**src/fetch_consts.svh**
```systemverilog
`ifndef FETCH_CONSTS_SVH
`define FETCH_CONSTS_SVH

// ========================================
// fetch address
// ========================================

// top bit of the fetch address
`define FETCH_AMSB 31
// first fetch after reset
`define FETCH_RSTPC 32'hFFFC0100

// ========================================
// opcodes, instruction bits 5..0
// ========================================

`define OP_BCC 6'h30
`define OP_JMP 6'h28
`define OP_NOP 6'h1C

// size code in bits 7..6
`define SZ_4 2'b00
`define SZ_6 2'b01
// compressed, any code with bit 7 set
`define SZ_2 2'b1?

// decompression table entries
`define DCT_DEPTH 2048

// ========================================
// panic codes
// ========================================

`define PANIC_NONE 4'd0
`define PANIC_BADQUEUE 4'd2

`endif
```
**src/fetch_control.sv**
```systemverilog
`timescale 1ns/1ps
`include "fetch_consts.svh"

module fetch_control
(
	input logic clk,
	input logic rst,
	input logic [2:0] fill_len_i,
	input logic phit_i,
	input logic freeze_i,
	input logic queued_i,
	input logic branchmiss_i,
	input logic [`FETCH_AMSB:0] misspc_i,
	input logic sel_take_i,
	input logic [`FETCH_AMSB:0] sel_target_i,
	input logic sel_valid_i,
	input logic [1:0] slot_valid_i,
	output logic [1:0] fill_o,
	output logic [1:0] clr_o,
	output logic ptr_o,
	output logic [`FETCH_AMSB:0] pc_o,
	output logic [3:0] panic_o
);

	// next state
	logic [`FETCH_AMSB:0] pc_n;
	logic ptr_n;
	logic [3:0] panic_n;

	// slot in front of the queue and the one behind it
	logic sel;
	logic oth;

	assign sel = ptr_o;
	assign oth = ~ptr_o;

	// ========================================
	// fill, clear and redirect decisions
	// ========================================

	always_comb
	begin
		fill_o = 2'b00;
		clr_o = 2'b00;
		pc_n = pc_o;
		ptr_n = ptr_o;
		panic_n = panic_o;

		if (branchmiss_i)
		begin
			// everything buffered is down the wrong path
			pc_n = misspc_i;
			clr_o = 2'b11;
			ptr_n = 1'b0;
		end
		else if (sel_take_i)
		begin
			// redirect, the slot behind the branch is stale
			pc_n = sel_target_i;
			clr_o[oth] = 1'b1;
			if (queued_i)
			begin
				clr_o[sel] = 1'b1;
				ptr_n = oth;
			end
		end
		else
		begin
			// drain the selected slot
			if (queued_i)
			begin
				if (sel_valid_i)
				begin
					clr_o[sel] = 1'b1;
					ptr_n = oth;
				end
				else
				begin
					// queue took something that was not there
					panic_n = `PANIC_BADQUEUE;
				end
			end

			// refill, A before B
			if (phit_i)
			begin
				if (!slot_valid_i[0])
				begin
					fill_o = 2'b01;
				end
				else if (!slot_valid_i[1])
				begin
					fill_o = 2'b10;
				end
			end

			if ((fill_o != 2'b00) && !freeze_i)
			begin
				pc_n = pc_o + {29'd0, fill_len_i};
			end

			// empty buffer restarts at slot A
			if (slot_valid_i == 2'b00)
			begin
				ptr_n = 1'b0;
			end
		end
	end

	// ========================================
	// state registers
	// ========================================

	always_ff @(posedge clk)
	begin
		if (rst)
		begin
			pc_o <= `FETCH_RSTPC;
			ptr_o <= 1'b0;
			panic_o <= `PANIC_NONE;
		end
		else
		begin
			pc_o <= pc_n;
			ptr_o <= ptr_n;
			panic_o <= panic_n;
		end
	end

endmodule

```
**config.mk**
```make
export PLATFORM = sky130hd
export DESIGN_NAME = fetch_control
export DESIGN_NICKNAME = d
export VERILOG_FILES = /design/src/fetch_control.sv
export VERILOG_INCLUDE_DIRS = /design/src /design/src/src
export SDC_FILE = /design/constraint.sdc
export NUM_CORES = 1
export LEC_CHECK = 0
export ABC_AREA = 1
export BUFFER_PORTS_ARGS = -buffer_cell sky130_fd_sc_hd__clkbuf_2
export CAP_MARGIN = 25
export CORE_MARGIN = 2
export CORE_UTILIZATION = 50
export CTS_BUF_LIST = sky130_fd_sc_hd__clkbuf_4 sky130_fd_sc_hd__clkbuf_8 sky130_fd_sc_hd__clkbuf_16
export DETAILED_ROUTE_END_ITERATION = 10
export GPL_TIMING_DRIVEN = 0
export PLACE_DENSITY = 0.82
export SLEW_MARGIN = 30
export SYNTH_ARGS = -nofsm -noshare
export SYNTH_HDL_FRONTEND = slang
export SYNTH_SLANG_ARGS = --single-unit
```
**constraint.sdc**
```tcl
create_clock -name clk -period 2.25 [get_ports clk]
set_clock_uncertainty 0.1 [all_clocks]
set_input_delay 0.3375 -clock clk [delete_from_list [all_inputs] [get_ports clk]]
set_output_delay 0.3375 -clock clk [all_outputs]
set_load 0.1 [all_outputs]
```
== Yosys cells after proc, flatten, opt, wreduce, memory -nomap -nowiden ==
Cells that the tools add are included.
Word-level totals
  register bits: 34
  input port bits: 77
  output and inout port bits: 41
  word-level logic and storage cells: 50
Operators by class
  add/sub/neg operators: 1
  order comparisons: 4
  equal/unequal tests: 1
  muxes and demuxes: 24
  bitwise logic cells: 5
  reductions and logical operators: 12
Operators by type and width (number)
  32-bit 2-to-1 mux: 3
  32-bit by 3-bit adder with 32-bit output: 1
  2-bit 2-to-1 mux: 12
  1-bit 2-to-1 mux: 7
  3-bit nonzero test: 2
  1-bit by 2-bit less-than comparator with 1-bit output, second input constant: 2
  1-bit inverter: 4
  4-bit AND reduction: 1
  2-bit nonzero test: 2
  1-bit logical AND: 3
  3-bit AND reduction: 1
  1-bit demux with 1-bit select: 2
  1-bit >= comparator, second input constant: 2
  2-bit zero test: 1
  2-bit != test, second input constant: 1
  2-bit bitwise OR: 1
  2-bit OR reduction: 1
  1-bit zero test: 1

== Depth between registers and ports, before layout ==
  depth in word-level cells: 10
  gate-level depth with buffers: 13
  gate-level depth less buffers: 13

== Least setup slack after synthesis ==
Ideal clock, no wire load.
  path kind: register to output
  start: reg ptr_o
  end: out clr_o[1]
  data arrival time: 2304 ps
  data required time: 1812 ps
  path slack: -492 ps
  stages on the path, launching flop included: 2
  path buffers: 0
  path through: dfxtp_1 > o211ai_1
On the way
  word-level cells in the longest chain between the ends: 9
  elaborated cells between the ends (all ways): 17
  classes of those cells: order compare (4); mux (9); bitwise (2); reduce/logical (2)
Ends and longest elaborated chain
  start: declaration: line fetch_control.sv:20  | output logic ptr_o,
  start signal: assignment: line fetch_control.sv:125  | ptr_o <= ptr_n;
  1-bit inverter: line fetch_control.sv:35  | assign oth = ~ptr_o;
  1-bit by 2-bit less-than comparator with 1-bit output (implied by the code) / 1-bit >= comparator (equally long branches): line fetch_control.sv:60  | clr_o[oth] = 1'b1;
  1-bit logical AND (implied by the code): line fetch_control.sv:60
  1-bit 2-to-1 mux (implied by the code): line fetch_control.sv:60
  1-bit demux with 1-bit select: line fetch_control.sv:60
  2-bit bitwise OR (no line)
  2-bit 2-to-1 mux: line fetch_control.sv:61  | if (queued_i)
  2-bit 2-to-1 mux *: line fetch_control.sv:56  | else if (sel_take_i)
  2-bit 2-to-1 mux *: line fetch_control.sv:49  | if (branchmiss_i)
  end: declaration: line fetch_control.sv:19  | output logic [1:0] clr_o,
Mark *: on every way between the ends. The rest lies on a longest branch, timed or not.

== Worst setup path in the final report ==
  start: in sel_take_i
  end: out fill_o[1]
On the way
  word-level cells in the longest chain between the ends: 2
Ends and longest elaborated chain
  start: declaration: line fetch_control.sv:14  | input logic sel_take_i,
  2-bit 2-to-1 mux: line fetch_control.sv:56
  2-bit 2-to-1 mux: line fetch_control.sv:49
  end: declaration: line fetch_control.sv:18  | output logic [1:0] fill_o,
Every way passes these cells.

==> results.json <==
{
  "status": "finished clean",
  "setup_tns_ns": 0,
  "antenna_found_initial": 0,
  "seq_area_frac_synth_pct": 22.8,
  "grt_overflow": 0,
  "synth_edf_count": 0,
  "dieHeight_um": 81.3,
  "synthMuxAreaShare_pct": 0,
  "min_from": "misspc_i[8]",
  "ys_warn_count": 0,
  "worstSkewPairLatency_ns": 0.29,
  "postSynthCellCount": 529,
  "p_seq_share_pct": 32.1,
  "crit_fanout": 10,
  "cts_tree": "yes",
  "critPathCaptureType": "output pin",
  "p_clk_share_pct": 24.9,
  "cpMaxStageDelayCell": "clkbuf_4",
  "fp-row-count": 28,
  "cap_violations": 0,
  "internal-power_w": 0.00120,
  "rrSetupSlack_ns": 0.18,
  "cp-start-kind": "input port",
  "p_comb_share_pct": 43.1,
  "rsz0062_at_grt": "no",
  "synth-async-reset-ratio_pct": 0,
  "swShare_pct": 47.3,
  "grt_pass1_vias": 3445,
  "crit_start": "sel_take_i",
  "synthSimpleGateAreaFrac_pct": 43.4,
  "via_count": 3865,
  "drive_gt1_share_pct": 25.2,
  "gp_congestion": 0.937,
  "crit_family": "buffers and inverters",
  "die_area_um2": 6610,
  "max_stage_delay_ns": 0.33,
  "synth_area_per_cell_um2": 5.65,
  "crit_path_frequent_cell": "nor2_2",
  "maxSlewViolCount": 0,
  "final_nets": 732,
  "cts.htree.levels": 2,
  "dieWidth_um": 81.3,
  "wl_per_cell_um": 14.6,
  "synth_compound_area_share_pct": 18.5,
  "vias_per_cell": 5.32,
  "period_minus_slack_ns": 2.12,
  "p_total_w": 0.00228,
  "crit_buf_inv": 4,
  "r2r-start": "pc_o[0]",
  "numPortBuffers": 114,
  "synth_top_family_by_area": "simple AND/OR/NAND/NOR gates",
  "grt_pass1_wl_um": 16400,
  "layout_common_cells": "nand2_1 (195), clkbuf_2 (112), nor2_1 (59)",
  "drt_first_pass_iters": 4,
  "peakVddDrop_v": 0.000428,
  "tightestPinTransition_ns": 0.695,
  "drt_wl_total_um": 10600,
  "track_usage_pct": 32.7,
  "clockBufferDepth": 2,
  "power_density_nw_per_um2": 602,
  "synth_area_um2": 2990,
  "synthAdderAreaFrac_pct": 1.93,
  "synth-xor-area-share_pct": 3.22,
  "io_pins": 118,
  "hold_viol_final": 0,
  "grt_max_degree": 20,
  "path_class": "input port to output pin",
  "dp.final_hpwl_um": 8340,
  "fin_crit_sh_pct": 94.2,
  "cp_data_arrival_time_ns": 1.68,
  "start_util_pct": 51.1,
  "setup_viol": 0,
  "core_area_um2": 5850,
  "drc": 0,
  "synthFlopType": "dfxtp_1",
  "static-leakage-power_nw": 2.03,
  "ys_ff_latch": 34,
  "cts_sinks": 34,
  "slew_headroom_pct": 53.7,
  "fmax_mhz": 472,
  "ctsHoldBuffers": 0,
  "antenna_left": 0,
  "crit_required_ns": 1.81,
  "numCtsBuffers": 5,
  "n_antenna_cell": 0,
  "switching_power_w": 0.00108,
  "drt-initial-drc-count": 207,
  "area_growth_pct": 26.6,
  "clkTransAtPathRegs_ns": 0.08,
  "final_common_cell": "nand2_1",
  "synth_cell_types": 40,
  "cts-root-buf": "clkbuf_8",
  "worst_hold_path_type": "input port to flop",
  "cp_cell_sequence": "clkbuf_2 -> nor2_2 -> inv_2 -> buf_1 -> nor2_2 -> clkbuf_4"
}
synth_stat cells (2+ instances only):
master / n / area (um^2)
dfxtp_1: 34 / 681
nand2_2: 3 / 18.8
nand3_1: 24 / 120
o211ai_1: 2 / 15.0
nor2_4: 4 / 45.0
xor2_1: 7 / 61.3
nor2_1: 61 / 229
o21ai_0: 39 / 195
o21ai_1: 13 / 65.1
or2_2: 2 / 12.5
nand3b_1: 5 / 37.5
nand2_1: 195 / 732
ha_1: 3 / 37.5
nand4_1: 3 / 18.8
clkbuf_1: 10 / 37.5
buf_1: 2 / 7.51
nor3_1: 2 / 10.0
nor2_2: 6 / 37.5
xnor2_1: 4 / 35.0
buf_2: 6 / 30.0
a21oi_1: 41 / 205
buf_4: 5 / 37.5
buf_6: 2 / 22.5
inv_1: 40 / 150
cells by family after synthesis:
kind of cell,Yosys count
compound gates,103
simple gates,308
other cells,1
flops,34
fa+ha+maj,4
buf+inv,68
xor+xnor,11
power by group through the flow:
stage	Sequential, W	Clock (W)	Combinational [W]
after floorplan	0.00110	0	0.000383
final	0.000729	0.000566	0.000980
after global routing	0.000737	0.000594	0.00105
after global placement	0.000738	0	0.000963
after CTS	0.000727	0.000569	0.000975
after detailed placement	0.000741	0	0.000974
per-layer routing:
layer  routed length [um]  GRT usage [%]  vias to the layer above
li1                     -              -                     1928
met5                    0              0                        -
met4                  212           11.2                        0
met1                 4830           42.8                     1739
met3                  801           5.33                       18
met2                 4800           54.0                      180
stage by stage:
step                cells  cell area [um^2]  setup slack, ns  utilization (%)  hold slack, ns
floorplan             531              3010           -0.228                -           0.310
global placement      720              3670          -0.0198             62.7           0.365
detailed placement    720              3670          -0.0131             62.7           0.385
CTS                   727              3780           0.0280             64.6           0.199
global route          727              3780          0.00471             64.6           0.205
finish                727              3780            0.130             64.6           0.198
repair_timing:
action,CTS,global route
cloned,0,0
setup endpoints to repair,1,2
gates resized for setup,0,4
endpoints found under the hold margin,0,0
buffers inserted,0,0
pin swaps,0,0
cell type report:
class	count	area [um^2]
tap	75	93.8
sequential	34	687
multi-input combinational	429	2020
clock buffer	8	110
inverter	43	164
fill	589	2070
buffer	24	131
timing repair buffer	114	576
path summary, 6_finish.rpt:
kind | to | cells after the start
worst min-delay path | pc_o[8] | 3
worst max register to register | pc_o[8] | 11
worst min register to register | panic_o[1] | 2
worst max-delay path | fill_o[1] | 6
sequential cells by signal (all words and copies together), names as in the netlist:
| name | count |
|---|---|
| pc_o | 32 |
| panic_o | 1 |
| ptr_o | 1 |
worst reg2reg max path: cells and delay by family (launching register included):
family	cells	cell delay [ns]
flops	1	0.33
simple gates	7	0.67
compound gates	2	0.27
fa+ha+maj	2	0.65
Power figures use the tool's default switching activity.
