[config.mk]
export PLATFORM = sky130hd
export DESIGN_NAME = issue_select
export DESIGN_NICKNAME = d
export VERILOG_FILES = /design/src/fetch_pkg.sv /design/src/issue_select.sv
export VERILOG_INCLUDE_DIRS = /design/src /design/src/src
export SDC_FILE = /design/constraint.sdc
export NUM_CORES = 1
export LEC_CHECK = 0
export BUFFER_PORTS_ARGS = -buffer_cell sky130_fd_sc_hd__buf_4
export CAP_MARGIN = 20
export CORE_AREA = 2 2 136 138
export DETAILED_ROUTE_END_ITERATION = 7
export DIE_AREA = 0 0 138 140
export PLACE_DENSITY = 0.42
export SYNTH_ARGS = -nofsm -noshare
export SYNTH_HDL_FRONTEND = slang
export SYNTH_SLANG_ARGS = --single-unit
export TNS_END_PERCENT = 20
[constraint.sdc]
create_clock -name vclk -period 1.62
set_input_delay 0.324 -clock vclk [all_inputs]
set_output_delay 0.324 -clock vclk [all_outputs]
set_load 0.01 [all_outputs]
[src/fetch_consts.svh]
`ifndef FETCH_CONSTS_SVH
`define FETCH_CONSTS_SVH

// ========================================
// fetch address
// ========================================

// top bit of the fetch address
`define FETCH_AMSB 31
// first fetch after reset
`define FETCH_RSTPC 32'hFFFC0100

// ========================================
// opcodes, instruction bits 5..0
// ========================================

`define OP_BCC 6'h30
`define OP_JMP 6'h28
`define OP_NOP 6'h1C

// size code in bits 7..6
`define SZ_4 2'b00
`define SZ_6 2'b01
// compressed, any code with bit 7 set
`define SZ_2 2'b1?

// decompression table entries
`define DCT_DEPTH 2048

// ========================================
// panic codes
// ========================================

`define PANIC_NONE 4'd0
`define PANIC_BADQUEUE 4'd2

`endif
[src/fetch_pkg.sv]
`include "fetch_consts.svh"

package fetch_pkg;

	// full width instruction as it sits in a fetch buffer slot
	typedef logic [47:0] insn_t;

	// expanded word headed for a slot
	typedef struct packed {
		insn_t instr;
		logic [`FETCH_AMSB:0] pc;
		// byte length, 2, 4 or 6
		logic [2:0] len;
	} slot_fill_t;

	// what one slot shows to the issue selector
	typedef struct packed {
		logic valid;
		insn_t instr;
		logic [`FETCH_AMSB:0] pc;
		logic [2:0] len;
		// slot holds a jump or a predicted taken branch
		logic take;
		logic [`FETCH_AMSB:0] target;
	} slot_view_t;

	// one instruction offered to the queue
	typedef struct packed {
		logic valid;
		insn_t instr;
		logic [`FETCH_AMSB:0] pc;
		logic [2:0] len;
		logic predict_taken;
	} issue_t;

	// table write strobes from the bus
	typedef struct packed {
		logic cs;
		logic cyc;
		logic stb;
		logic we;
		logic [15:0] adr;
		logic [47:0] dat;
	} bus_wr_t;

endpackage

[src/issue_select.sv]
`timescale 1ns/1ps
`include "fetch_consts.svh"

module issue_select
	import fetch_pkg::*;
(
	input logic ptr_i,
	input slot_view_t view_a_i,
	input slot_view_t view_b_i,
	output issue_t issue_o,
	output logic take_o,
	output logic [`FETCH_AMSB:0] target_o,
	output logic valid_o
);

	slot_view_t cur;
	logic cur_bcc;

	// slot at the head of the buffer
	assign cur = ptr_i ? view_b_i : view_a_i;

	assign cur_bcc = (cur.instr[5:0] == `OP_BCC);

	// ========================================
	// issue port
	// ========================================

	assign issue_o.valid = cur.valid;
	assign issue_o.instr = cur.instr;
	assign issue_o.pc = cur.pc;
	assign issue_o.len = cur.len;
	// jumps are always taken and carry no prediction
	assign issue_o.predict_taken = cur.take & cur_bcc;

	// back to fetch control
	assign take_o = cur.take;
	assign target_o = cur.target;
	assign valid_o = cur.valid;

endmodule

======== Word level (Yosys, flattened, before mapping) ========
Cells that the tools add are included.
cells by class
  add/subtract/negate cells ............... 0
  multipliers ............................. 0
  divide/modulo/power cells ............... 0
  order comparisons ....................... 0
  eq/ne operators ......................... 1
  shifts and indexed selects .............. 0
  multiplexer cells ....................... 1
  bitwise gates (word level) .............. 1
  reduce and logical (&&, ||, !) cells .... 0
operators by type and width
  kind                                        count
  two-way mux 117 bit                         1
  equality test 6 bit, second input constant  1
  bitwise AND 1 bit                           1
word-level totals
  register bits after elaboration ......... 0
  bits in latches ......................... 0
  memory bits (writable) .................. 0
  bits in read-only memories .............. 0
  bits of input ports ..................... 235
  output and inout port bits .............. 119
  logic and storage cells ................. 3
  memories kept ........................... 0

======== Depth between registers and ports, before layout ========
Gate-level depths: netlist (run 1).
  depth in word-level cells ............... 3
  depth in mapped cells ................... 5
  gate-level depth less buffers ........... 3

======== Least setup slack after synthesis (run 1) ========
No wires, ideal clock.
  path kind ............................... input -> output
  start ................................... in ptr_i
  end ..................................... out issue_o[0] in the netlist's numbering
  arrival time ............................ 1.188 ns
  data required time ...................... 1.296 ns
  path slack .............................. 0.108 ns
  cell stages on the path ................. 4
  cell sequence ........................... buf_6 mux2_2 nand2b_1 nor4_2
RTL lines
  what         line                source
  from (decl)  issue_select.sv:7   input logic ptr_i,
  to (decl)    issue_select.sv:10  output issue_t issue_o,

==> metrics.md, run 1 <==
| Metric | Value |
|---|---|
| Uppermost layer routed | met4 |
| Cell Area, Synth | 1480 um^2 |
| Via density | 3.56 |
| Initial antenna violation count | 0 |
| Die area | 19300 um^2 |
| GP Congestion | 0.848 |
| Core ar. | 17800 um^2 |
| Fmax achieved | 627 MHz |
| Syn_nets | 372 |
| Final setup viols | 0 |
| Yosys warns | 0 |
| Seq_cells | 0 |
| Max capacitance violation total | 0 |
| Routed vias | 2544 |
| # port buffers | 354 |
| Nets | 721 |
| XOR/XNOR Fraction of Synth Area | 0% |
| Die H | 140 um |
| Global-route wire length before repair | 14.9 mm |
| Cell area power density | 292 nW/um^2 |
| CP max FO | 50 |
| Register area | 0 um^2 |
| Synth Area in Compound Gates | 0.337% |
| Iteration-0 DRC count of the detailed router | 51 |
| Worst path arrival time | 1270 ps |
| # IOs | 354 |
| Top cell type's share of synthesized area | 88.8% |
| Synth-to-layout area growth | 196% |
| Synth Area per Inst | 10.8 um^2 |
| Fin. Hold Viols | 0 |
| Relative slew slack | 81.5% |
| Tcrit/Tclk final | 98.5% |
| CP Capture Type | primary output |
| Hold Crit Class | in2out |
| Post-Syn Instances | 137 |
| Drt wl/cell | 14.7 um |
| Clock buffers | 0 |
| Worst-margin pin slew | 277 ps |
| Library cells used by synthesis | 11 |
| DR WL met3 | 1.06 mm |
| Worst setup SP type | input port |
| WL met1 | 3.38 mm |
| RSZ-0062 raised after global routing | true |
| Synth top area cells | mux2_2 (89%), buf_6 (4.6%), buf_8 (2.0%), buf_2 (1.7%), nor4_2 (0.84%) |
| Synth area leader | mux2_2 |
| Post-Synth Simple-Gate Area | 2.11% |
| Sequential fraction of the synthesis area | 0% |
| Fin. max-slew vios | 0 |
| Met2 routed WL | 5.92 mm |
| Detailed Route WL | 10.5 mm |
| Starting Density | 8.35% |
| Status | finished clean |
| Cell row count | 49 |
| GR Overflow Total | 0 |
| Post-DP HPWL | 9.50 mm |
| Pin count of the biggest net entering global routing | 51 |
| Hold buffers post-CTS | 0 |
| Post-DP Area | 4380 um^2 |
| DRT Pass-1 Iters | 2 |
| Vias in the first global route | 2757 |
| Synth Area in Adders | 0% |
| Final min period | 1600 ps |
| Critical path class | in2out |
| DIE WIDTH | 138 um |
| Required time worst endpoint | 1300 ps |
| Hold WS | 954 ps |
| Layout cells sized above 1 | 99.0% |
| Design area | 4400 um^2 |
| Largest family of logic cells by synthesized area | multiplexers |
| Peak supply drop | 0.115 mV |
| Total track usage | 9.52% |
| Post-route antenna net violation count | 0 |
| Remaining DRCs | 0 |
| Proportion of synthesized area in mux cells | 88.8% |
| Leak Pwr | 2.22 nW |
==> Yosys cell counts <==
cell type	count
nor4_2	1
nor3_1	1
mux2_2	117
nand2b_1	1
buf_2	5
nand2_1	1
nor2_1	1
a21oi_1	1
buf_6	6
buf_4	1
buf_8	2
==> layout make-up <==
cell class / instances / area (um^2)
Multi-Input combinational cell: 123 / 1350
Antenna cell: 1 / 2.50
Fill cell: 1943 / 13400
Tap cell: 229 / 287
Timing Repair Buffer: 361 / 2760
==> worst paths after layout <==
kind	end	from	slack, ps	cells after the start
worst max-delay path	issue_o[66]	ptr_i	20	4
worst min-delay path	issue_o[83]	view_a_i[115]	950	3
==> critical path, cell delays in order <==
cell	delay [ps]
buf_12	120
buf_12	250
mux2_2	380
buf_4	150
==> stage by stage <==
step           setup TNS [ps]  util, %  std cells  power, mW  worst slack [ps]
6_report                    0     24.7        714       1.28              24.5
5_1_grt                 -96.8     24.7        713       1.37             -41.6
4_1_cts                     0     24.7        713       1.31              23.2
3_5_place_dp            -4150     24.6        713       1.30             -76.4
3_3_place_gp            -1230     24.6        713       1.29             -63.5
2_1_floorplan               0        -        137      0.473               108
==> metal layers <==
| layer | vias to the layer above | GRT usage, % |
|---|---|---|
| met4 | 0 | 1.50 |
| met2 | 194 | 20.1 |
| met1 | 1126 | 9.08 |
| li1 | 1214 | - |
| met5 | - | 0 |
| met3 | 10 | 2.74 |
==> timing repair <==
item                       4_1_cts  5_1_grt
buffers inserted                 0        0
resized for setup                4        0
pin swaps                        0        0
setup endpoints to repair      113       11
cloned                           0        0
==> cell usage in the layout (no fill, tap or decap) <==
master	count
buf_4	358
mux2_2	117
buf_12	2
diode_2	1
nor2_1	1
nor3_1	1
a21oi_1	1
nand2_1	1
nand2b_1	1
nor4_2	1
buf_16	1
==> where the power goes <==
group / switching (mW) / internal, mW / total (mW)
Combinational: 0.428 / 0.855 / 1.28
Sequential: 0 / 0 / 0
Clock: 0 / 0.0000000830 / 0.0000000830
Total: 0.428 / 0.855 / 1.28
==> cells by family (layout without fill, tap and decap cells) <==
| logic type | after synthesis | after routing |
|---|---|---|
| AND/OR/NAND/NOR | 5 | 5 |
| other | 0 | 1 |
| multiplexers | 117 | 117 |
| buffers and inverters | 14 | 361 |
| AO/OA/AOI/OAI | 1 | 1 |
Note: power is estimated with default switching activity, not from simulation.
==> run 2: changes to the inputs <==
--- a/config.mk
+++ b/config.mk
@@ -11,7 +11,6 @@
 export CORE_AREA = 2 2 136 138
 export DETAILED_ROUTE_END_ITERATION = 7
 export DIE_AREA = 0 0 138 140
-export PLACE_DENSITY = 0.42
 export SYNTH_ARGS = -nofsm -noshare
 export SYNTH_HDL_FRONTEND = slang
 export SYNTH_SLANG_ARGS = --single-unit
==> metrics.md, run 2 (synthesis results as in run 1) <==
| Metric | Value |
|---|---|
| Slowest CP cell | mux2_2 |
| Design area | 4550 um^2 (+3.4%) |
| Post-DP HPWL | 11.7 mm (+24%) |
| Final core occ | 25.6% (+0.84 points) |
| Seq_cells | 0 (unchanged) |
| Critical path class | in2out |
| Iteration-0 DRC count of the detailed router | 34 (-33%) |
| Post-DP Area | 4510 um^2 (+3.0%) |
| Worst setup SP type | input port |
| Relative slew slack | 84.2% (+2.7 points) |
| Total track usage | 11.8% (+2.3 points) |
| Tcrit/Tclk final | 97.9% (-0.61 points) |
| Layout cells sized above 1 | 99.4% (+0.43 points) |
| Remaining DRCs | 0 (unchanged) |
| CP Capture Type | primary output |
| Vias in the first global route | 2819 (+2.2%) |
| CP max FO | 15 (-70%) |
| Pin count of the biggest net entering global routing | 19 (-63%) |
| Slowest stage delay, CP | 350 ps (-30 ps) |
| Cell area power density | 295 nW/um^2 (+1.0%) |
| Max capacitance violation total | 0 (unchanged) |
| Leak Pwr | 2.31 nW (+4.2%) |
| Post-route antenna net violation count | 0 (unchanged) |
| Fin. max-slew vios | 0 (unchanged) |
| Drt wl/cell | 17.3 um (+18%) |
| Worst path arrival time | 1260 ps (about the same) |
| DRT Pass-1 Iters | 4 (+2) |
| GP Congestion | 0.812 (-4.2%) |
| Most frequent cells in the layout | buf_4 (368), mux2_2 (114), buf_12 (5) |
| Die area | 19300 um^2 (unchanged) |
| Hold Crit Class | in2out |
| Routed vias | 2616 (+2.8%) |
| Global-route wire length before repair | 17.6 mm (+18%) |
| Hold WS | 953 ps (-1.66 ps) |
| # IOs | 354 (unchanged) |
| Fmax achieved | 631 MHz (+0.63%) |
| Nets | 734 (+1.8%) |
| Peak supply drop | 0.126 mV (+9.6%) |
| Cell mode on critical path | buf_12 |
| Cells after DPL | 727 (+2.0%) |
| Status | finished clean |
| Required time worst endpoint | 1300 ps (about the same) |
| Fin. Hold Viols | 0 (unchanged) |
| Core ar. | 17800 um^2 (unchanged) |
| # port buffers | 354 (unchanged) |
| Starting Density | 8.35% (unchanged) |
| Register area | 0 um^2 (unchanged) |
| Commonest non-fill, non-tap cell in the layout | buf_4 |
| Finished Layout Cells | 727 (+1.8%) |
| Clock buffers | 0 (unchanged) |
| Initial antenna violation count | 1 (+1) |
| Final setup viols | 0 (unchanged) |
| Worst path top cell family by delay | buffers and inverters |
| Buf/Inv on CP | 4 (+1) |
| Worst-margin pin slew | 237 ps (-40.1 ps) |
| GR Overflow Total | 0 (unchanged) |
| Die H | 140 um (unchanged) |
| Via density | 3.60 (+0.99%) |
| Crit path cell chain | buf_12 -> buf_12 -> buf_12 -> mux2_2 -> buf_4 |
| RSZ-0062 raised after global routing | true |
| Synth-to-layout area growth | 206% |
| DIE WIDTH | 138 um (unchanged) |
| Final min period | 1590 ps (-9.93 ps) |
| Cell row count | 49 (unchanged) |
| Detailed Route WL | 12.6 mm (+20%) |
run 2: cell types whose count changed in the layout (fill, tap and decap cells not counted), sizes merged:
cell	change
buf	+13
run 2: cell type report:
type	instances	area, um^2
antenna	1	2.50
fill	1954	13200
multi-input combinational	123	1380
tap	229	287
timing repair buffer	374	2870
run 2: final timing paths:
path / startpoint / endpoint / slack [ps] / cells past startpoint
worst max-delay path: ptr_i / issue_o[51] / 30 / 5
worst min-delay path: view_a_i[17] / target_o[17] / 950 / 3
run 2: repair_timing:
| action | 4_1_cts | 5_1_grt |
|---|---|---|
| setup buffers | 0 | 0 |
| setup endpoints to repair | 27 | 2 |
| resized for setup | 6 | 4 |
| hold buffers | 0 | 0 |
| pin swaps | 1 | 1 |
| hold endpoints to repair | 0 | 0 |
run 2: report_power, final:
| part | internal [mW] | switching [mW] | total [mW] | leakage, nW |
|---|---|---|---|---|
| clock network | 0.0000000827 | 0 | 0.0000000827 | 0.00000634 |
| registers | 0 | 0 | 0 | 0 |
| logic | 0.887 | 0.454 | 1.34 | 2.31 |
run 2: per-stage QoR:
| step | power, mW | setup WS, ps | setup TNS [ps] |
|---|---|---|---|
| global route | 1.43 | -3.30 | -3.92 |
| CTS | 1.35 | -2.52 | -2.52 |
| finish | 1.34 | 34.4 | 0 |
| detailed placement | 1.34 | -29.5 | -255 |
| floorplan | 0.473 | 108 | 0 |
| global placement | 1.33 | -29.1 | -30.8 |
run 2: routing by layer:
layer | track usage [%] | vias up | routed length [um]
met4 | 0.752 | 0 | 97
met3 | 2.29 | 2 | 1010
met1 | 14.9 | 1167 | 5150
met5 | 0 | - | 0
met2 | 21.8 | 204 | 6310
li1 | - | 1243 | -
