### config.mk
export PLATFORM = sky130hd
export DESIGN_NAME = fetch_slot
export DESIGN_NICKNAME = d
export VERILOG_FILES = /design/src/fetch_pkg.sv /design/src/fetch_slot.sv
export VERILOG_INCLUDE_DIRS = /design/src /design/src/src
export SDC_FILE = /design/constraint.sdc
export NUM_CORES = 1
export LEC_CHECK = 0
export ABC_AREA = 0
export BUFFER_PORTS_ARGS = -buffer_cell sky130_fd_sc_hd__buf_2
export CAP_MARGIN = 20
export CORE_MARGIN = 2
export CORE_UTILIZATION = 40
export CTS_CLUSTER_SIZE = 40
export DETAILED_ROUTE_END_ITERATION = 10
export PLACE_DENSITY = 0.7
export SLEW_MARGIN = 20
export SYNTH_ARGS = -nofsm -noshare
export SYNTH_HDL_FRONTEND = slang
export SYNTH_SLANG_ARGS = --single-unit
### constraint.sdc
create_clock -name clk -period 4.2 [get_ports clk]
set_input_delay 0.84 -clock clk [delete_from_list [all_inputs] [get_ports clk]]
set_output_delay 0.84 -clock clk [all_outputs]
set_load 0.03 [all_outputs]
### src/fetch_consts.svh
`ifndef FETCH_CONSTS_SVH
`define FETCH_CONSTS_SVH

// ========================================
// fetch address
// ========================================

// top bit of the fetch address
`define FETCH_AMSB 31
// first fetch after reset
`define FETCH_RSTPC 32'hFFFC0100

// ========================================
// opcodes, instruction bits 5..0
// ========================================

`define OP_BCC 6'h30
`define OP_JMP 6'h28
`define OP_NOP 6'h1C

// size code in bits 7..6
`define SZ_4 2'b00
`define SZ_6 2'b01
// compressed, any code with bit 7 set
`define SZ_2 2'b1?

// decompression table entries
`define DCT_DEPTH 2048

// ========================================
// panic codes
// ========================================

`define PANIC_NONE 4'd0
`define PANIC_BADQUEUE 4'd2

`endif
### src/fetch_pkg.sv
`include "fetch_consts.svh"

package fetch_pkg;

	// full width instruction as it sits in a fetch buffer slot
	typedef logic [47:0] insn_t;

	// expanded word headed for a slot
	typedef struct packed {
		insn_t instr;
		logic [`FETCH_AMSB:0] pc;
		// byte length, 2, 4 or 6
		logic [2:0] len;
	} slot_fill_t;

	// what one slot shows to the issue selector
	typedef struct packed {
		logic valid;
		insn_t instr;
		logic [`FETCH_AMSB:0] pc;
		logic [2:0] len;
		// slot holds a jump or a predicted taken branch
		logic take;
		logic [`FETCH_AMSB:0] target;
	} slot_view_t;

	// one instruction offered to the queue
	typedef struct packed {
		logic valid;
		insn_t instr;
		logic [`FETCH_AMSB:0] pc;
		logic [2:0] len;
		logic predict_taken;
	} issue_t;

	// table write strobes from the bus
	typedef struct packed {
		logic cs;
		logic cyc;
		logic stb;
		logic we;
		logic [15:0] adr;
		logic [47:0] dat;
	} bus_wr_t;

endpackage

### src/fetch_slot.sv
`timescale 1ns/1ps
`include "fetch_consts.svh"

module fetch_slot
	import fetch_pkg::*;
(
	input logic clk,
	input logic rst,
	input logic fill_i,
	input logic clr_i,
	input slot_fill_t data_i,
	input logic predict_taken_i,
	output slot_view_t view_o
);

	logic valid_q;
	slot_fill_t data_q;

	logic [5:0] opcode;
	logic is_jmp;
	logic is_bcc;
	logic [`FETCH_AMSB:0] jmp_target;
	logic [`FETCH_AMSB:0] bcc_target;

	// valid bit, fill wins over clear
	always_ff @(posedge clk)
	begin
		if (rst)
		begin
			valid_q <= 1'b0;
		end
		else if (fill_i)
		begin
			valid_q <= 1'b1;
		end
		else if (clr_i)
		begin
			valid_q <= 1'b0;
		end
	end

	// instruction, address and length
	always_ff @(posedge clk)
	begin
		if (fill_i)
		begin
			data_q <= data_i;
		end
	end

	// ========================================
	// branch decode
	// ========================================

	assign opcode = data_q.instr[5:0];
	assign is_jmp = (opcode == `OP_JMP);
	assign is_bcc = (opcode == `OP_BCC);

	// absolute jump, halfword aligned
	assign jmp_target = {data_q.instr[38:8], 1'b0};

	// pc relative, 16 bit signed halfword displacement
	assign bcc_target = data_q.pc
		+ {{15{data_q.instr[31]}}, data_q.instr[31:16], 1'b0};

	assign view_o.valid = valid_q;
	assign view_o.instr = data_q.instr;
	assign view_o.pc = data_q.pc;
	assign view_o.len = data_q.len;
	assign view_o.take = valid_q & (is_jmp | (is_bcc & predict_taken_i));
	assign view_o.target = is_jmp ? jmp_target : bcc_target;

endmodule

# ---- Word-level counts from Yosys, hierarchy flattened
# Cells that the tools add are included.
dict set report word_totals {
  regBits 84
}
dict set report classes {
  n_eq_ne 2
  bitwise 3
  reduce_logical 1
  add_sub_neg 1
  muxes 3
}
# operator n
set op_table {}
lappend op_table {{32-bit adder} 1}
lappend op_table {{32-bit two-way mux} 1}
lappend op_table {{6-bit == test (second input constant)} 2}
lappend op_table {{1-bit bitwise AND} 2}
lappend op_table {{1-bit two-way mux} 2}
lappend op_table {{2-bit nonzero test} 1}
lappend op_table {{1-bit OR} 1}

# ---- Depth between registers and ports, before layout
# Gate-level depths: netlist of run 1.
dict set report logic_depth {
  ltp_word 4
  depth_mapped 11
  depth_no_buf 11
}

# ---- Worst setup path before layout of run 1
# No wires, ideal clock.
dict set report synth_path {
  path_kind {register to output}
  start {register data_q (netlist bit view_o[84])}
  end {output view_o[25] in the netlist's numbering}
  arrival_time_ps 2888
  setup_slack_ps 472
  path_buffers 0
  stages_incl_launch_ff 12
  path_cell_list {edfxtp_1 ha_1 inv_1 fa_1 nand2b_1 a21oi_1 o211ai_2 o21bai_1 a221oi_1 o31a_1 xor2_1 a21oi_1}
}
# element line
set synth_rtl {}
lappend synth_rtl {{start: declaration} fetch_slot.sv:17} ;# slot_fill_t data_q;
lappend synth_rtl {{start signal: assignment} fetch_slot.sv:47} ;# data_q <= data_i;
lappend synth_rtl {{end: declaration} fetch_slot.sv:13} ;# output slot_view_t view_o

==> results of run 1 <==
==> cell families after synthesis <==
family	share of synthesized area
buffers and inverters	0.0189
and+or+nand+nor	0.112
AOI/OAI and AO/OA	0.179
muxes	0.00219
DFF	0.550
xor gates and xnor gates	0.0518
adders and majority gates	0.0866
==> report_power, final <==
part | switching (mW) | total (mW) | internal [mW]
sequential | 0.0442 | 1.04 | 0.998
combinational | 0.723 | 1.07 | 0.347
clock | 0.358 | 0.831 | 0.472
total | 1.13 | 2.94 | 1.82
==> metrics by stage <==
step                worst slack, ps  hold WS [ps]  total power, mW  instances  cell area, sq um
floorplan                       472           466             1.79        400              4570
global placement                566           498             2.12        736              5730
detailed placement              513           509             2.12        736              5730
CTS                             116           526             2.97        752              6040
global route                  -42.3           562             3.07        755              6060
finish                          271           519             2.94        755              6060
==> layout make-up <==
class,instances,area [sq um],share of cell area
multi-input cells,295,1980,0.326
clock buffers,9,225,0.0371
flip-flops and latches,84,2510,0.414
repair buffers,208,1050,0.174
inverters,8,30.0,0.00495
diodes,1,2.50,0.000413
clock inverters,7,83.8,0.0138
well taps,143,179,0.0295
==> state kept, by name (all words and copies together) (netlist names) <==
name and flops:
view_o 83, valid_q 1
==> layer usage <==
metal  vias up  GRT usage
met1      1806      0.237
met4         4     0.0783
met2       176      0.357
met3        30     0.0875
met5         -          0
li1       1926          -
==> worst max-delay path: stages (launching register included) <==
cell	delay, ps
edfxtp_1	390
ha_1	190
inv_1	60
fa_1	390
nand2b_1	180
a21oi_1	210
o211ai_2	180
o211ai_1	280
nand4_1	190
a21oi_1	200
xnor2_1	120
a21oi_1	150
buf_2	210
==> Yosys cell counts (8+ instances only) <==
master,number
edfxtp_1,83
xnor2_1,12
a21o_1,15
inv_1,8
nand2_1,38
clkbuf_1,9
o21ai_0,22
nor2_1,28
ha_1,30
a21oi_1,53
xor2_1,15
nand2b_1,8
==> path summary, 6_finish.rpt <==
path,depth (start not counted),startpoint,slack (ps),to
setup / recovery,12,view_o[84],270,view_o[31]
hold / removal,2,valid_q,520,valid_q
setup reg to reg,2,valid_q,3600,valid_q
hold reg to reg,2,valid_q,520,valid_q
==> what timing repair did <==
action / 4_1_cts / 5_1_grt
setup endpoints to repair: 0 / 5
resized for setup: 0 / 1
buffers inserted: 0 / 2
==> reports/qor.yml, run 1 <==
clock_network:
  cts-buffers-inserted: 9
  tritoncts: "built"
  postCtsHoldBufs: 0
  worst_skew_pair.late_latency_ps: 340
  cts_buffer_depth: 2
  cts_sinks: 84
  htreeDepth: 3
  path_clk_slew_ps: 70
  cts-root-buf: "clkbuf_16"
yosys:
  synth_fp_nets: 519
  synthTopCellsByArea: "edfxtp_1, ha_1, a21oi_1"
  ys.flop_type: "edfxtp_1"
  yosysTopAreaCell: "edfxtp_1"
  synth-seq-cells: 84
  synthArstFlopShare: 0
  synth_edf_count: 83
  ys_types: 51
  synth_seq_area_share: 0.550
  syn_area_per_cell_sq_um: 11.4
  syn-cell-area_sq_mm: 0.00457
  syn_inst: 400
  synth_warnings: 0
  synth_top_area_share: 0.546
cells_and_area:
  final_common_cell: "buf_2"
  fillCellCount: 989
  final_cell_mix: "buf_2, edfxtp_1, a21oi_1"
  drive_gt1_frac: 0.385
  final_util: 0.538
  final_nets: 725
  syn2layout_area_growth_pct: 32.8
place:
  dp_hpwl_um: 10100
  port_buffers: 204
  gp_congestion: 0.826
timing:
  fin_worst_skew_ps: 0
  max_freq_ghz: 0.255
  worstMarginPinSlew_ps: 1040
  period_needed_ps: 3930
  fin_crit_sh: 0.935
  finalSetupViolCount: 0
  hold_viol_final: 0
  final_max_slew_viol_count: 0
  slew_headroom: 0.306
  rsz0062_at_grt: "yes"
  fin_setup_tns_ps: 0
critical_path:
  startpoint_type: "register"
  crit_required_ps: 3360
  end_kind: "output port"
  crit_fanout: 5
  cp.arrival_ps: 3090
  crit_type: "reg -> out"
routing:
  drtAntennaViolNets: 0
  dr.first_iter.drc_count: 158
  top_layer: "met5"
  drc: 0
  drt_wl_total_um: 13100
  vias: 3942
  wl_met2_um: 6560
  dr.pass1.iters: 5
  viasPerCell: 5.22
  met3_length_um: 1140
  wl_per_cell_um: 17.3
  met1_length_um: 5040
grt:
  grt_pass1_vias: 3908
  grt_antenna_before_repair: 3
  grt_max_degree: 85
  track_usage: 0.210
  grt_pass1_wl_um: 20000
  overflow: 0
run_status:
  status: "completed"
die:
  die_h_um: 111
  die_w_um: 111
  dieArea_sq_mm: 0.0123
  start_util: 0.405
  coreArea_sq_mm: 0.0113
  io_pins: 205
  rows: 39
min_path:
  min-delay-path-class: "reg -> reg"
power_and_ir_drop:
  vdd_ir_drop_max_mv: 0.392
  powerDensity_mw_per_mm2: 485
  p_leak_nw: 2.71
flow_run:
  drv_cap: 0
Note: power is estimated with default switching activity, not from simulation.
==> run 2, diff against run 1 <==
- BUFFER_PORTS_ARGS: -buffer_cell sky130_fd_sc_hd__buf_2 -> -buffer_cell sky130_fd_sc_hd__clkbuf_2
==> run 2 against run 1 <==
Final cell count up 0.13%. Die area unchanged. Routed wire length up 2.7%. Via count up 1.6%. First-iteration DRC count up 33%. Fmax down 1.4%. Sequential share of layout area down 0.20 points. Clock-buffer cell count up 1. Critical path type unchanged. Largest cell class unchanged.
==> reports/qor.yml, run 2 (synthesis results as in run 1) <==
run_status:
  status: "completed"
routing:
  dr.first_iter.drc_count: 210  # +33%
  dr.pass1.iters: 6  # +1
  drt_wl_total_um: 13500  # +2.7%
  viasPerCell: 5.30  # +1.5%
  vias: 4006  # +1.6%
  wl_per_cell_um: 17.8  # +2.6%
  drc: 0  # unchanged
  drtAntennaViolNets: 0  # unchanged
clock_network:
  path_clk_slew_ps: 60  # about the same
  postCtsHoldBufs: 0  # unchanged
  htreeDepth: 3  # unchanged
  worst_skew_pair.late_latency_ps: 330  # about the same
  cts-root-buf: "clkbuf_16"
  cts-buffers-inserted: 9  # unchanged
  tritoncts: "built"
  cts_sinks: 84  # unchanged
  cts_buffer_depth: 2  # unchanged
cells_and_area:
  drive_gt1_frac: 0.385  # about the same
  final_nets: 727  # +0.28%
  syn2layout_area_growth_pct: 33.4
  fillCellCount: 986  # -0.30%
  final_common_cell: "clkbuf_2"
  largest_register_ffs: 83  # unchanged
  final_util: 0.541  # +0.00255
  final_cell_mix: "clkbuf_2, edfxtp_1, a21oi_1"
  antennaDiodeCount: 0  # -1
power_and_ir_drop:
  vdd_ir_drop_max_mv: 0.373  # -4.9%
  p_leak_nw: 2.76  # +1.9%
  powerDensity_mw_per_mm2: 492  # +1.4%
timing:
  finalSetupViolCount: 0  # unchanged
  timing.final.ws_setup_ps: 216  # -55.5 ps
  max_freq_ghz: 0.251  # -1.4%
  holdWs_ps: 547  # +28.0 ps
  fin_worst_skew_ps: 0  # unchanged
  slew_headroom: 0.306  # +0.000567
  worstMarginPinSlew_ps: 1040  # -0.851 ps
  rsz0062_at_grt: "no"
  fin_setup_tns_ps: 0  # unchanged
  hold_viol_final: 0  # unchanged
  period_needed_ps: 3980  # +55.5 ps
  fin_crit_sh: 0.949  # +0.0132
  final_max_slew_viol_count: 0  # unchanged
critical_path:
  crit_required_ps: 3360  # about the same
  cpPeakStageDelay_ps: 430  # +40 ps
  startpoint_type: "register"
  end_kind: "output port"
  crit_type: "reg -> out"
  cp_common_cell: "o21bai_1"
  cp.arrival_ps: 3140  # +50 ps
  crit_fanout: 5  # unchanged
  path_buf_inv: 2  # unchanged
  crit_slowest_cell: "edfxtp_1"
  cp_top_family: "compound AO/OA/AOI/OAI gates"
  cp_cell_sequence: "ha_1 > inv_1 > fa_1 > nand2b_1 > a21oi_2 > o211ai_2 > o21bai_1 > a221oi_1 > o21bai_1 > xnor2_1 > o21ai_0 > clkbuf_2"
die:
  start_util: 0.405  # unchanged
  rows: 39  # unchanged
  die_h_um: 111  # unchanged
  die_w_um: 111  # unchanged
  coreArea_sq_mm: 0.0113  # unchanged
  io_pins: 205  # unchanged
  dieArea_sq_mm: 0.0123  # unchanged
grt:
  track_usage: 0.215  # +0.00501
  grt_max_degree: 85  # unchanged
  grt_pass1_wl_um: 20700  # +3.4%
  grt_antenna_before_repair: 0  # -3
  overflow: 0  # unchanged
  grt_pass1_vias: 4003  # +2.4%
place:
  dp_hpwl_um: 10400  # +2.6%
  place_ws_ps: 511  # -1.96 ps
  gp_congestion: 0.821  # -0.61%
  port_buffers: 204  # unchanged
flow_run:
  drv_cap: 0  # unchanged
min_path:
  min-delay-path-class: "reg -> reg"
[run 2: final timing paths]
check	slack (ps)	from	cells after the start	endpoint
min	550	valid_q	2	valid_q
min reg2reg	550	valid_q	2	valid_q
max reg2reg	3580	valid_q	2	valid_q
max	220	view_o[84]	12	view_o[21]
[run 2: timing repair]
item | CTS | global route
setup endpoints to repair | 0 | 6
resized for setup | 0 | 1
setup buffers | 0 | 4
[run 2: final cells by class]
cell class,instances,area [sq um],area share
clock buffers,10,229,0.0376
clock inverters,6,96.3,0.0158
inverters,8,30.0,0.00493
multi-input cells,295,1980,0.325
flip-flops and latches,84,2510,0.412
well taps,143,179,0.0294
repair buffers,210,1070,0.175
[run 2: stage by stage]
stage	power [mW]	std cells	area, sq um
finish	3.00	756	6090
global route	3.13	756	6090
CTS	3.01	752	6060
detailed placement	2.13	736	5730
global placement	2.12	736	5730
floorplan	1.79	400	4570
[run 2: per-layer routing]
metal,GRT usage,up-vias,routed length (um)
li1,-,1929,-
met1,0.254,1847,5200
met2,0.365,202,6660
met4,0.0825,0,373
met5,0,-,0
met3,0.0716,28,1220
[run 2: worst reg2reg max path: stages, from the launching register on]
cell     delay (ps)
dfxtp_1         360
a21oi_1          80
nor2_1          120
[run 2: power by group]
group	switching [mW]	internal, mW	leakage (nW)
clock	0.346	0.529	0.155
sequential	0.0459	0.999	0.821
combinational	0.736	0.344	1.78
total	1.13	1.87	2.76
